File: src/mem_image.hex
// one 32-bit word per line in hex, addresses 0 to 7
08800002
08080000
01000068
0917FFFC
00000000
00000000
00000000
00000000

File: src/mem_pkg.sv
`default_nettype none

// storage geometry of the memory subsystem
// everything that describes the RAM itself lives here, the control
// encodings are kept in ctrl_pkg
package mem_pkg;

    // one memory word is the native width of the teaching CPU
    localparam int WORD_W = 32;

    // number of words in the RAM
    localparam int MEM_DEPTH = 512;

    // word address width follows from the depth, 9 bits for 512 words
    localparam int ADDR_W = $clog2(MEM_DEPTH);

    // hex image read at elaboration, one word per line starting at address 0
    localparam string MEM_INIT_FILE = "/design/src/mem_image.hex";

    // a single memory word as it sits in the RAM, the MDR and on rdata
    typedef logic [WORD_W-1:0] word_t;

    // a word address as held by the MAR
    typedef logic [ADDR_W-1:0] mem_addr_t;

endpackage

`default_nettype wire

File: src/ctrl_pkg.sv
`default_nettype none

// control side encodings shared by the sequencer, the port registers and the top
package ctrl_pkg;

    // the command carries an address and a data word, so the storage types are needed
    import mem_pkg::*;

    // sequencer states, one per edge of the fixed access walk
    // idle waits for a request, load fills MAR and MDR,
    // access strobes the RAM, capture moves the read word into the MDR
    typedef enum logic [1:0] {
        SEQ_IDLE    = 2'd0,
        SEQ_LOAD    = 2'd1,
        SEQ_ACCESS  = 2'd2,
        SEQ_CAPTURE = 2'd3
    } seq_state_e;

    // command presented by the CPU side, 42 bits in all
    typedef struct packed {
        // high for a store, low for a load
        logic      write;
        mem_addr_t addr;
        word_t     wdata;
    } mem_cmd_t;

    // one-cycle strobes from the sequencer to the port registers and the RAM
    typedef struct packed {
        logic mar_load;
        logic mdr_load_cmd;
        logic mdr_load_ram;
        logic ram_write;
        logic ram_read;
    } mem_strobes_t;

    // all strobes inactive, the value after reset and between accesses
    localparam mem_strobes_t STROBES_NONE = '0;

endpackage

`default_nettype wire

File: src/mem_sequencer.sv
`timescale 1ns/1ps
`default_nettype none

// access sequencer of the memory path
// a one-cycle request is turned into a fixed walk of three edges
// load, access and capture, each edge driven by strobes registered one edge earlier
module mem_sequencer
    import mem_pkg::*;
    import ctrl_pkg::*;
(
    input  wire logic     clk,
    input  wire logic     arst_n,
    input  wire logic     req,
    input  wire mem_cmd_t cmd,
    output mem_cmd_t      cmd_q,
    output mem_strobes_t  strobes,
    output logic          busy,
    output logic          done
);

    seq_state_e   state;
    seq_state_e   state_next;
    mem_strobes_t strobes_next;
    logic         busy_next;
    logic         done_next;
    logic         accept;

    // a request only counts while no access is in flight
    // pulses that arrive during busy are dropped without any trace
    assign accept = req && !busy;

    // next state and next strobes
    // the strobes are decoded one edge ahead and registered, so the port
    // registers and the RAM see clean levels for a whole cycle
    always_comb begin
        state_next   = state;
        strobes_next = STROBES_NONE;
        busy_next    = busy;
        done_next    = 1'b0;

        case (state)
            SEQ_IDLE: begin
                if (accept) begin
                    // the latched command is not there yet, so the incoming
                    // write bit decides whether the MDR takes the store data
                    strobes_next.mar_load     = 1'b1;
                    strobes_next.mdr_load_cmd = cmd.write;
                    busy_next                 = 1'b1;
                    state_next                = SEQ_LOAD;
                end
            end

            SEQ_LOAD: begin
                // MAR and MDR are loaded on this edge, the RAM goes next
                strobes_next.ram_write = cmd_q.write;
                strobes_next.ram_read  = !cmd_q.write;
                state_next             = SEQ_ACCESS;
            end

            SEQ_ACCESS: begin
                // a load still has to move the RAM output into the MDR
                // a store leaves the MDR alone so it keeps the written word
                strobes_next.mdr_load_ram = !cmd_q.write;
                state_next                = SEQ_CAPTURE;
            end

            SEQ_CAPTURE: begin
                // the access ends on this edge
                done_next  = 1'b1;
                busy_next  = 1'b0;
                state_next = SEQ_IDLE;
            end

            default: begin
                state_next = SEQ_IDLE;
                busy_next  = 1'b0;
            end
        endcase
    end

    // control registers
    // done is registered, so it is high for exactly the one cycle after capture
    always_ff @(posedge clk or negedge arst_n) begin
        if (!arst_n) begin
            state   <= SEQ_IDLE;
            strobes <= STROBES_NONE;
            busy    <= 1'b0;
            done    <= 1'b0;
        end else begin
            state   <= state_next;
            strobes <= strobes_next;
            busy    <= busy_next;
            done    <= done_next;
        end
    end

    // command latch
    // it is captured only on the accepting edge and stays stable for the
    // whole walk, whatever the CPU side does with cmd meanwhile
    always_ff @(posedge clk) begin
        if (accept) begin
            cmd_q <= cmd;
        end
    end

endmodule

`default_nettype wire

File: config.mk
export PLATFORM = sky130hd
export DESIGN_NAME = mem_sequencer
export DESIGN_NICKNAME = d
export VERILOG_FILES = /design/src/mem_pkg.sv /design/src/ctrl_pkg.sv /design/src/mem_sequencer.sv
export SDC_FILE = /design/constraint.sdc
export NUM_CORES = 1
export LEC_CHECK = 0
export BUFFER_PORTS_ARGS = -buffer_cell sky130_fd_sc_hd__clkbuf_2
export CORE_ASPECT_RATIO = 1.75
export CORE_MARGIN = 2
export CORE_UTILIZATION = 46
export CTS_BUF_LIST = sky130_fd_sc_hd__clkbuf_8 sky130_fd_sc_hd__clkbuf_16
export DETAILED_ROUTE_END_ITERATION = 16
export PLACE_DENSITY = 0.94
export SLEW_MARGIN = 0
export SYNTH_ARGS = -nofsm -noshare
export SYNTH_HDL_FRONTEND = slang
export SYNTH_SLANG_ARGS = --single-unit
export TNS_END_PERCENT = 50
File: constraint.sdc
create_clock -name clk -period 2.35 [get_ports clk]
set_input_delay 0.47 -clock clk [delete_from_list [all_inputs] [get_ports clk]]
set_output_delay 0.47 -clock clk [all_outputs]
set_load 0.01 [all_outputs]
==> flow_metrics.py <==
metrics = {
    "timing": {
        "slew_headroom_pct": 63.6,
        "setup_viol": 0,
        "tightest_slew_ns": 0.546,
        "setup_tns_ns": 0,
        "finClkSkew_ns": 0.00619,
        "fmax_ghz": 0.713,
        "drv_slew": 0,
        "fin_crit_sh_pct": 59.7,
        "hold_violations": 0,
        "post-route-min-period_ns": 1.40,
        "rsz0062_at_grt": "no",
    },
    "power_and_ir_drop": {
        "max-vdd-ir-drop_mv": 1.26,
        "cellPowerDensity_nw_per_um2": 1030,
        "p_leak_nw": 1.04,
        "total_power_mw": 2.36,
    },
    "setup_path": {
        "crit_end": "cmd_q[3]$_DFFE_PP_",
        "reg2reg_depth": 2,
        "crit_chain": "nor2b_4 -> buf_4",
        "critPathTopFamily": "buffers and inverters",
        "rr_startpoint": "busy$_DFFE_PN0P_",
        "reg2reg_to": "cmd_q[3]$_DFFE_PP_",
        "endpoint_kind": "flop",
        "cp_data_required_time_ns": 2.29,
        "critPathKind": "reg2reg",
        "regToRegSetupSlack_ns": 0.95,
        "crit_start": "busy$_DFFE_PN0P_",
        "path_depth": 2,
        "worstSetupStartpointType": "flop",
        "arrival_ns": 1.34,
        "crit_fanout": 46,
        "cp_num_buf_inv": 1,
        "slowest_delay_ns": 0.46,
        "cp_slowest_cell": "buf_4",
    },
    "floorplan": {
        "dieArea_um2": 4100,
        "die_h_um": 83.2,
        "die_x_um": 49.3,
        "io_pins": 94,
        "core_um2": 3400,
        "row_count": 28,
        "start_util_pct": 48.5,
    },
    "drt": {
        "vias": 987,
        "drtAntennaViolNets": 0,
        "drt-pass1-iter-count": 4,
        "vias_per_cell": 4.49,
        "wl_per_cell_um": 13.8,
        "drt-initial-drc-count": 19,
        "drcViolationCount": 0,
        "drt_wl_total_um": 3030,
    },
    "synthesis": {
        "syn_area_um2": 1650,
        "synth.avg_cell_area_um2": 22.6,
        "syn-num-nets": 122,
        "synth_cell_types": 15,
        "ys_ff_latch": 51,
        "ys_warn_count": 0,
        "synthCells": 73,
        "seq_area_frac_synth_pct": 90.1,
    },
    "final_layout": {
        "stdcell_count": 220,
        "nets": 223,
        "fill_cells": 263,
        "areaGrowthSynthToFinish_pct": 38.9,
        "drive_gt1_share_pct": 61.1,
        "fin_area_um2": 2290,
        "final_cell_mix": "clkbuf_2 (93), edfxtp_1 (42), dfrtp_1 (9)",
        "final_util_pct": 67.4,
        "antenna_cells": 0,
        "layout_commonest_cell": "clkbuf_2",
    },
    "clock_network": {
        "cts_hold_buf": 0,
        "htree_num_levels": 2,
        "cts_tree": "yes",
        "root_buffer": "clkbuf_8",
        "cts.clk_slew.worst_paths_ns": 0.08,
        "cts.path.max_buffers": 2,
        "cts_setup_buffers": 0,
        "clock_sinks": 51,
        "insertion_delay_ns": 0.29,
        "numCtsBuffers": 5,
        "post_cts_resized": 0,
    },
    "outcome": {
        "status": "complete, no violations",
    },
    "run": {
        "cap_violations": 0,
    },
    "hold_path": {
        "hold_class": "in2async",
    },
    "grt": {
        "grt_max_degree": 47,
        "grt_pass1_vias": 1019,
        "grtUsageTotal_pct": 16.1,
        "grt_first_pass_wirelength_um": 4750,
        "antenna_found_initial": 0,
        "grt-ovfl-total": 0,
    },
    "place": {
        "routabilityCongestion": 0.664,
        "placed_cells": 212,
        "place_hpwl_um": 2360,
        "port_buffers": 93,
        "dpl_cell_area_um2": 2180,
    },
}
where the power goes:
group          internal (mW)  switching [mW]  leakage (nW)  total (mW)
sequential              1.19          0.0692         0.508        1.26
clock                  0.317           0.259        0.0581       0.576
combinational          0.205           0.320         0.472       0.524
total                   1.72           0.648          1.04        2.36
through the flow:
step | setup WS [ns] | hold slack, ns
after floorplan | 0.746 | 0.174
after global placement | 0.836 | 0.331
after detailed placement | 0.812 | 0.338
after CTS | 0.947 | 0.0116
after global routing | 0.872 | 0.0187
final | 0.947 | 0.0160
flip-flops by register name (all words and copies together), names as in the netlist:
signal / count
busy: 1
done: 1
strobes: 5
cmd_q: 42
state: 2
cells in the mapped netlist, drive strengths merged:
| master | number | share of area (%) |
|---|---|---|
| a21oi | 1 | 0.30 |
| and2 | 2 | 0.76 |
| dfrtp | 9 | 14 |
| edfxtp | 42 | 76 |
| ha | 4 | 3.0 |
| inv | 4 | 0.91 |
| nand2 | 1 | 0.23 |
| nor2 | 2 | 0.61 |
| nor2b | 3 | 1.6 |
| nor3b | 1 | 0.76 |
| o21ai | 3 | 0.91 |
| o31ai | 1 | 0.76 |
routing by layer:
metal	vias up	wire length, um	GRT usage, %
met5	-	0	0
met4	0	160	12.5
met3	15	230	5.40
met2	49	1740	28.3
met1	457	892	14.2
li1	466	-	-
how the worst min path moves through the flow:
stage,start,end,slack (ns),cells after the start
final,arst_n,strobes[2]$_DFF_PN0_,0.02,1
after global routing,arst_n,strobes[2]$_DFF_PN0_,0.02,1
after CTS,arst_n,strobes[2]$_DFF_PN0_,0.01,1
after detailed placement,arst_n,done$_DFF_PN0_,0.34,1
after global placement,arst_n,done$_DFF_PN0_,0.33,1
after floorplan,arst_n,busy$_DFFE_PN0P_,0.17,0
cell type report:
cell class / count / area (um2) / share of cell area (%)
clock inverter: 3 / 43.8 / 1.91
timing repair buffer: 94 / 473 / 20.6
inverter: 4 / 15.0 / 0.655
clock buffer: 5 / 68.8 / 3.00
tap: 45 / 56.3 / 2.46
multi-input combinational: 18 / 148 / 6.44
sequential: 51 / 1490 / 64.9
cell families after synthesis:
| family | Yosys count | share of synthesized area (%) |
|---|---|---|
| flops | 51 | 90.1 |
| simple gates | 9 | 3.94 |
| compound gates | 5 | 1.97 |
| buf+inv | 4 | 0.910 |
| fa+ha+maj | 4 | 3.04 |
(Power assumes the default switching activity.)
