**src/mem_image.hex**
```
// one 32-bit word per line in hex, addresses 0 to 7
08800002
08080000
01000068
0917FFFC
00000000
00000000
00000000
00000000

```
**src/mem_pkg.sv**
```systemverilog
`default_nettype none

// storage geometry of the memory subsystem
// everything that describes the RAM itself lives here, the control
// encodings are kept in ctrl_pkg
package mem_pkg;

    // one memory word is the native width of the teaching CPU
    localparam int WORD_W = 32;

    // number of words in the RAM
    localparam int MEM_DEPTH = 512;

    // word address width follows from the depth, 9 bits for 512 words
    localparam int ADDR_W = $clog2(MEM_DEPTH);

    // hex image read at elaboration, one word per line starting at address 0
    localparam string MEM_INIT_FILE = "/design/src/mem_image.hex";

    // a single memory word as it sits in the RAM, the MDR and on rdata
    typedef logic [WORD_W-1:0] word_t;

    // a word address as held by the MAR
    typedef logic [ADDR_W-1:0] mem_addr_t;

endpackage

`default_nettype wire

```
**src/ctrl_pkg.sv**
```systemverilog
`default_nettype none

// control side encodings shared by the sequencer, the port registers and the top
package ctrl_pkg;

    // the command carries an address and a data word, so the storage types are needed
    import mem_pkg::*;

    // sequencer states, one per edge of the fixed access walk
    // idle waits for a request, load fills MAR and MDR,
    // access strobes the RAM, capture moves the read word into the MDR
    typedef enum logic [1:0] {
        SEQ_IDLE    = 2'd0,
        SEQ_LOAD    = 2'd1,
        SEQ_ACCESS  = 2'd2,
        SEQ_CAPTURE = 2'd3
    } seq_state_e;

    // command presented by the CPU side, 42 bits in all
    typedef struct packed {
        // high for a store, low for a load
        logic      write;
        mem_addr_t addr;
        word_t     wdata;
    } mem_cmd_t;

    // one-cycle strobes from the sequencer to the port registers and the RAM
    typedef struct packed {
        logic mar_load;
        logic mdr_load_cmd;
        logic mdr_load_ram;
        logic ram_write;
        logic ram_read;
    } mem_strobes_t;

    // all strobes inactive, the value after reset and between accesses
    localparam mem_strobes_t STROBES_NONE = '0;

endpackage

`default_nettype wire

```
**src/mem_port.sv**
```systemverilog
`timescale 1ns/1ps
`default_nettype none

// memory address register and memory data register in front of the RAM
// both registers only move on a strobe from the sequencer
module mem_port
    import mem_pkg::*;
    import ctrl_pkg::*;
(
    input  wire logic         clk,
    input  wire logic         arst_n,
    input  wire mem_strobes_t strobes,
    input  wire mem_cmd_t     cmd_q,
    input  wire word_t        ram_q,
    output mem_addr_t         mar,
    output word_t             mdr
);

    // value the MDR takes on the next edge
    word_t mdr_next;

    // MDR source selection
    // the RAM output wins over the command data, though the sequencer never
    // raises both load strobes in the same cycle
    // with neither strobe active the MDR keeps its contents, which is what
    // lets rdata hold between accesses
    always_comb begin
        mdr_next = mdr;
        if (strobes.mdr_load_ram) begin
            mdr_next = ram_q;
        end else if (strobes.mdr_load_cmd) begin
            mdr_next = cmd_q.wdata;
        end
    end

    // MAR
    // it takes the latched address one edge after the request was accepted
    // and then holds it through the RAM access
    always_ff @(posedge clk or negedge arst_n) begin
        if (!arst_n) begin
            mar <= '0;
        end else if (strobes.mar_load) begin
            mar <= cmd_q.addr;
        end
    end

    // MDR
    // on a store it holds the word to be written and keeps it afterwards,
    // so the CPU sees its own store data while done is high
    // on a load it is refilled from the RAM output register in the capture step
    always_ff @(posedge clk or negedge arst_n) begin
        if (!arst_n) begin
            mdr <= '0;
        end else begin
            mdr <= mdr_next;
        end
    end

endmodule

`default_nettype wire

```
**config.mk**
```make
export PLATFORM = sky130hd
export DESIGN_NAME = mem_port
export DESIGN_NICKNAME = d
export VERILOG_FILES = /design/src/mem_pkg.sv /design/src/ctrl_pkg.sv /design/src/mem_port.sv
export SDC_FILE = /design/constraint.sdc
export NUM_CORES = 1
export LEC_CHECK = 0
export ABC_AREA = 1
export CELL_PAD_IN_SITES_DETAIL_PLACEMENT = 0
export CELL_PAD_IN_SITES_GLOBAL_PLACEMENT = 1
export CORE_MARGIN = 4
export CORE_UTILIZATION = 45
export DETAILED_ROUTE_END_ITERATION = 10
export DONT_BUFFER_PORTS = 1
export PLACE_DENSITY = 0.81
export SLEW_MARGIN = 20
export SYNTH_ARGS = -nofsm -noshare
export SYNTH_HDL_FRONTEND = slang
export SYNTH_SLANG_ARGS = --single-unit
```
**constraint.sdc**
```tcl
create_clock -name clk -period 0.9 [get_ports clk]
set_input_delay 0.045 -clock clk [delete_from_list [all_inputs] [get_ports clk]]
set_output_delay 0.045 -clock clk [all_outputs]
set_load 0.005 [all_outputs]
```
==> results.tsv, run 1 <==
metric	value	unit
status	complete, but fails checks	
failing checks	negative hold slack	
Diodes inserted	0	
YS warnings	0	
Num CTS Buffers	5	
clock buffer depth	2	
input/output buffers	0	
Antenna Nets Post-Route	0	
Final Util	65.78	%
post-DR wirelength/cell	17.44	um
Max rail drop VDD	0.9079	mV
setup_tns	0	ns
Synth Instances	214	
syn avg cell area	8.677	sq um
Core ar.	4000	sq um
Clk pin slew, worst setup/hold paths	0.07	ns
sequential share of the synthesized area	55.26	%
clock root buffer master	clkbuf_8	
Initial DRC Count	110	
Final Hold Fails	72	
Worst EP required	0.85	ns
Vert. Die Dim	72.24	um
Syn Std Cell Area	1857	sq um
GRT met1 Usage	22.74	%
GP Congestion	0.7117	
max cap viols	0	
Post-Layout Cell Count	331	
switching share of power	24.87	%
CTS sink count	41	
Die Area	5218	sq um
gr usage total	20.61	%
Tot Pwr	3.857	mW
RSZ-0062 raised after global routing	no	
Site Rows	23	
static leakage	1.214	nW
internal power	2.898	mW
Total Nets Final	361	
placed cell count	248	
first-pass GRT wire length	8335	um
Synth Net Count	295	
count of state elements after synthesis	41	
M2 GR Usage	36.40	%
gr ovfl total	0	
vias in the first global route	1791	
I/O Pins	122	
GR peak layer	met2	
CTS tree	built	
worst skew pair latency	0.28	ns
via count of the routed design	1784	
Hold WC Path Type	input pin to asynchronous set/reset pin	
crit end category	primary output	
initial core utilization	46.42	%
final period utilization	82.94	%
share of layout cells above drive strength 1	2.847	%
Worst EP arrival	0.70	ns
share of power burned in registers	56.0	%
post-synth cell types	12	
grt met3 use	7.202	%
initial antenna violation count	0	
Final min period	0.7465	ns
Slew headroom	67.10	%
worst slew pin tran	0.4935	ns
crit path max fanout	2	
Setup crit start kind	flop	
H-tree depth	2	
net switching power	959.3	uW
final setup fails	0	
PD cells	1466	nW/um^2
TritonRoute pass-1 iters	4	
Final Skew	0	ns
highest clock rate	1340	MHz
max-slew violation count	0	
final WL	5771	um
area grow syn2layout	41.71	%
Clock power frac	29.2	%
HPWL after detailed placement	3205	um
Die W	72.24	um
via/cell ratio	5.390	
critical path class	flop to primary output	
Fin Hold WS	-0.5520	ns
fraction of power consumed by combinational cells	14.7	%
Residual DRC	0	
largest net degree at the start of global routing	42	
==> synth_stat cells <==
master    number  area share [%]
o21ai_0        8             2.2
inv_1          9             1.8
inv_4          1            0.34
o21ai_1        1            0.27
clkbuf_2       1            0.27
dfrtp_1       41              55
buf_2          5             1.3
buf_4          3             1.2
buf_6          7             4.2
nor2_8         1             1.1
nand3_1       64              17
nand2_1       73              15
==> routing by layer <==
| metal | part of all wire (%) | wire [um] | vias up |
|---|---|---|---|
| met1 | 36 | 2050 | 843 |
| li1 | - | - | 824 |
| met2 | 53 | 3069 | 100 |
| met3 | 8.5 | 490 | 17 |
| met5 | 0 | 0 | - |
| met4 | 2.8 | 161 | 0 |
==> final timing paths <==
kind	start	endpoint	slack [ns]	cells after the start
max in group asynchronous	arst_n	mar[1]	1.37	0
min	arst_n	mdr[9]	-0.55	0
min reg2reg	mdr[0]	mdr[0]	0.52	2
max reg2reg	mdr[25]	mdr[25]	0.18	2
max	mdr[27]	mdr[27]	0.15	0
min in group clk	strobes[3]	mdr[3]	-0.07	2
==> state kept, by name, indices dropped and copies added (netlist names) <==
| name | cells |
|---|---|
| mar | 9 |
| mdr | 32 |
==> logic make-up (layout without fill, tap and decap cells) <==
logic type | after synthesis | after routing | share of synthesized area (%)
buffers and inverters | 26 | 93 | 9.232
DFF | 41 | 41 | 55.26
and+or+nand+nor | 138 | 138 | 33.09
AOI/OAI and AO/OA | 9 | 9 | 2.426
==> through the flow <==
| step | setup WS [ns] | instance area, sq um |
|---|---|---|
| floorplan | 0.2825 | 1857 |
| finish | 0.1535 | 2631 |
| CTS | 0.001245 | 2338 |
| global placement | 0.2451 | 1788 |
| global route | 0.1257 | 2631 |
| detailed placement | 0.2081 | 1788 |
==> cell usage in the layout (no fill, tap or decap), drive strengths merged <==
master	instances
nand2	73
dlygate4sd3	73
nand3	64
dfrtp	41
inv	10
o21ai	9
clkbuf	8
nor2	1
dlymetal6s4s	1
buf	1
==> what timing repair did <==
| item | in CTS | in global routing |
|---|---|---|
| hold buffers | 47 | 28 |
| hold endpoints to repair | 82 | 73 |
| buffers inserted | 0 | 0 |
| setup endpoints to repair | 0 | 9 |
| gates resized for setup | 0 | 1 |
==> worst reg2reg max path, stage by stage, from the launching register on <==
cell and delay (ns):
dfrtp_1 0.41, nand2_1 0.09, nand3_1 0.09
==> power groups by stage <==
stage          Clock (mW)  Sequential, mW  Combinational [mW]
6_report             1.13            2.16               0.569
5_1_grt              1.24            2.18               0.636
4_1_cts              1.15            2.16               0.432
3_5_place_dp            0            2.20               0.264
3_3_place_gp            0            2.19               0.239
2_1_floorplan           0            2.15               0.307
==> final cells by class <==
class,instances,area [sq um]
fill,331,1369
sequential,41,1026
timing repair buffer,75,763.2
multi-input combinational,147,659.4
clock buffer,8,80.08
tap,50,62.56
inverter,10,40.04
(Power assumes the default switching activity.)
==> run 2, diff against run 1 <==
--- a/config.mk
+++ b/config.mk
@@ -5,14 +5,14 @@
 export SDC_FILE = /design/constraint.sdc
 export NUM_CORES = 1
 export LEC_CHECK = 0
-export ABC_AREA = 1
+export ABC_AREA = 0
 export CELL_PAD_IN_SITES_DETAIL_PLACEMENT = 0
 export CELL_PAD_IN_SITES_GLOBAL_PLACEMENT = 1
 export CORE_MARGIN = 4
-export CORE_UTILIZATION = 45
+export CORE_UTILIZATION = 44
 export DETAILED_ROUTE_END_ITERATION = 10
 export DONT_BUFFER_PORTS = 1
-export PLACE_DENSITY = 0.81
+export PLACE_DENSITY = 0.76
 export SLEW_MARGIN = 20
 export SYNTH_ARGS = -nofsm -noshare
 export SYNTH_HDL_FRONTEND = slang
==> constraint.sdc (replaced) <==
create_clock -name clk -period 0.8 [get_ports clk]
set_input_delay 0.04 -clock clk [delete_from_list [all_inputs] [get_ports clk]]
set_output_delay 0.04 -clock clk [all_outputs]
set_load 0.005 [all_outputs]
==> run 2 against run 1 <==
The flow finishes with violations (negative hold slack, negative setup slack). Total power up 8.3%. First-iteration DRC count down 72%. Wire length down 26%. Combinational power down 14%. Critical path type unchanged.
==> results.tsv, run 2 <==
metric	value	unit
Vert. Die Dim	72.79	um
vias in the first global route	1402	
buffer and inverter count on the worst path	1	
Die W	72.79	um
CTS tree	built	
Num CTS Buffers	5	
status	complete, but fails checks	
delay-heaviest family, CP	flip-flops	
count of state elements after synthesis	41	
clock buffer depth	2	
H-tree depth	2	
GP Congestion	0.6929	
Slew headroom	88.76	%
YS warnings	0	
Post-synth EDFFs	0	
input/output buffers	0	
crit path max fanout	2	
HPWL after detailed placement	2994	um
Synth Net Count	239	
Synth Instances	158	
post-DR wirelength/cell	18.81	um
FF-to-FF setup slack	-0.03	ns
via count of the routed design	1223	
final setup fails	13	
Final Util	52.61	%
Fin Hold WS	-0.5562	ns
Total Nets Final	256	
synth cell count leaders	dfrtp_1, mux2i_1, nand2_1	
Post-Synth Adder-Cell Area	0	%
Tot Pwr	4.178	mW
final period utilization	107.3	%
Synth Area in Simple Gates	6.504	%
static leakage	0.9947	nW
xor/xnor share of the synthesized area	0	%
CTS sink count	41	
Final min period	0.8588	ns
mux share of post-synthesis cell area	22.83	%
R2R depth	3	
area grow syn2layout	14.77	%
Initial DRC Count	31	
Largest Register	mdr	
Critical Path, Cell by Cell	buf_6	
I/O Pins	122	
Final Hold Fails	82	
Worst EP arrival	0.82	ns
switching share of power	23.24	%
internal power	3.207	mW
count leader, synth	dfrtp_1	
Antenna Nets Post-Route	0	
share of layout cells above drive strength 1	17.61	%
reg2reg end	mdr[17]	
Worst EP required	0.76	ns
crit end category	primary output	
Largest register FFs	32	
syn avg cell area	11.69	sq um
Site Rows	23	
Fillers	385	
sequential share of the synthesized area	55.56	%
worst slack, placed	0.02950	ns
Die Area	5298	sq um
synth top area cells	dfrtp_1, mux2i_1, o21ai_1	
commonest non-fill, non-tap cells in the layout	dfrtp_1, mux2i_1, nand2_1, o21ai_1, buf_6	
Syn Std Cell Area	1847	sq um
share of power burned in registers	58.1	%
Clk pin slew, worst setup/hold paths	0.08	ns
Largest regs	mdr: 32 flops, mar: 9 flops	
first-pass GRT wire length	6713	um
initial core utilization	45.84	%
worst slew pin tran	0.1638	ns
gr usage total	16.64	%
Residual DRC	0	
post-synth top area share	55.56	%
Setup crit start kind	flop	
final WL	4269	um
CP max-delay cell	dfrtp_1	
hold buffers post-CTS	9	
clock root buffer master	clkbuf_8	
Clock power frac	30.2	%
ys flop type	dfrtp_1	
TritonRoute pass-1 iters	3	
worst r2r src	mdr[17]	
largest net degree at the start of global routing	65	
highest clock rate	1164	MHz
Hold WC Path Type	input pin to asynchronous set/reset pin	
initial antenna violation count	0	
PD cells	1971	nW/um^2
RSZ-0062 raised after global routing	yes	
worst skew pair latency	0.28	ns
Final Skew	0	ns
Max rail drop VDD	1.113	mV
Compound-Gate Fraction of Synth Area	9.079	%
failing checks	negative hold slack, negative setup slack	
Synth area leader	dfrtp_1	
Core ar.	4029	sq um
final worst setup slack	-0.05880	ns
gr ovfl total	0	
net switching power	971.0	uW
via/cell ratio	5.388	
commonest non-fill, non-tap cell in the layout	dfrtp_1	
Largest stage delay, worst path	0.41	ns
max-slew violation count	0	
max cap viols	0	
ys async rst share	100.0	%
placed cell count	207	
setup_tns	-0.5150	ns
fraction of power consumed by combinational cells	11.7	%
critical path class	flop to primary output	
post-synth cell types	10	
combinational family with the most area after synthesis	multiplexers	
Post-Layout Cell Count	227	
run 2: power by group through the flow:
stage,registers (mW),clock network [mW],logic (mW)
after floorplan,2.42,0,0.390
after global placement,2.45,0,0.384
after detailed placement,2.46,0,0.410
after CTS,2.43,1.31,0.492
after global routing,2.46,1.42,0.546
final,2.43,1.26,0.490
run 2: cell families (layout without fill, tap and decap cells):
family,count (synthesis),in the layout
mux,41,41
flops,41,41
compound gates,32,32
simple gates,32,32
buf+inv,12,30
other cells,0,1
run 2: area by class of cell:
type	count	area, sq um	share of cell area (%)
Sequential cell	41	1026	48.41
Multi-Input combinational cell	105	713.2	33.65
Timing Repair Buffer	22	232.7	10.98
Clock buffer	6	72.57	3.424
Tap cell	50	62.56	2.952
Clock inverter	2	10.01	0.4723
Antenna cell	1	2.502	0.1181
run 2: worst max-delay path by stage:
stage,start,endpoint,slack (ns),cells past startpoint
2_1_floorplan,mar[0],mar[0],0.06,1
3_3_place_gp,mar[8],mar[8],0.07,1
3_5_place_dp,mar[3],mar[3],0.03,1
4_1_cts,mar[3],mar[3],-0.06,1
5_1_grt,mar[0],mar[0],-0.11,1
6_report,mar[0],mar[0],-0.06,1
run 2: worst reg2reg max path: stages, from the launching register on:
cell and delay (ns):
dfrtp_1 0.40, buf_6 0.12, mux2i_1 0.11, o21ai_1 0.08
run 2: per-stage QoR:
step	instance area, sq um	hold slack (ns)
2_1_floorplan	1847	-0.2556
3_3_place_gp	1881	-0.2544
3_5_place_dp	1881	-0.2545
4_1_cts	2110	-0.5701
5_1_grt	2117	-0.5847
6_report	2120	-0.5562
run 2: layer usage:
layer	vias up	GRT usage [%]	part of all wire [%]
met4	0	5.738	1.3
met2	68	29.06	53
met3	6	6.198	10
met5	-	0	0
met1	573	18.57	35
li1	576	-	-
run 2: timing repair:
action                     in CTS  in global routing
pin swaps                       0                  1
setup buffers                   2                  0
setup endpoints to repair      11                 23
resized for setup              11                  3
hold endpoints to repair       82                 82
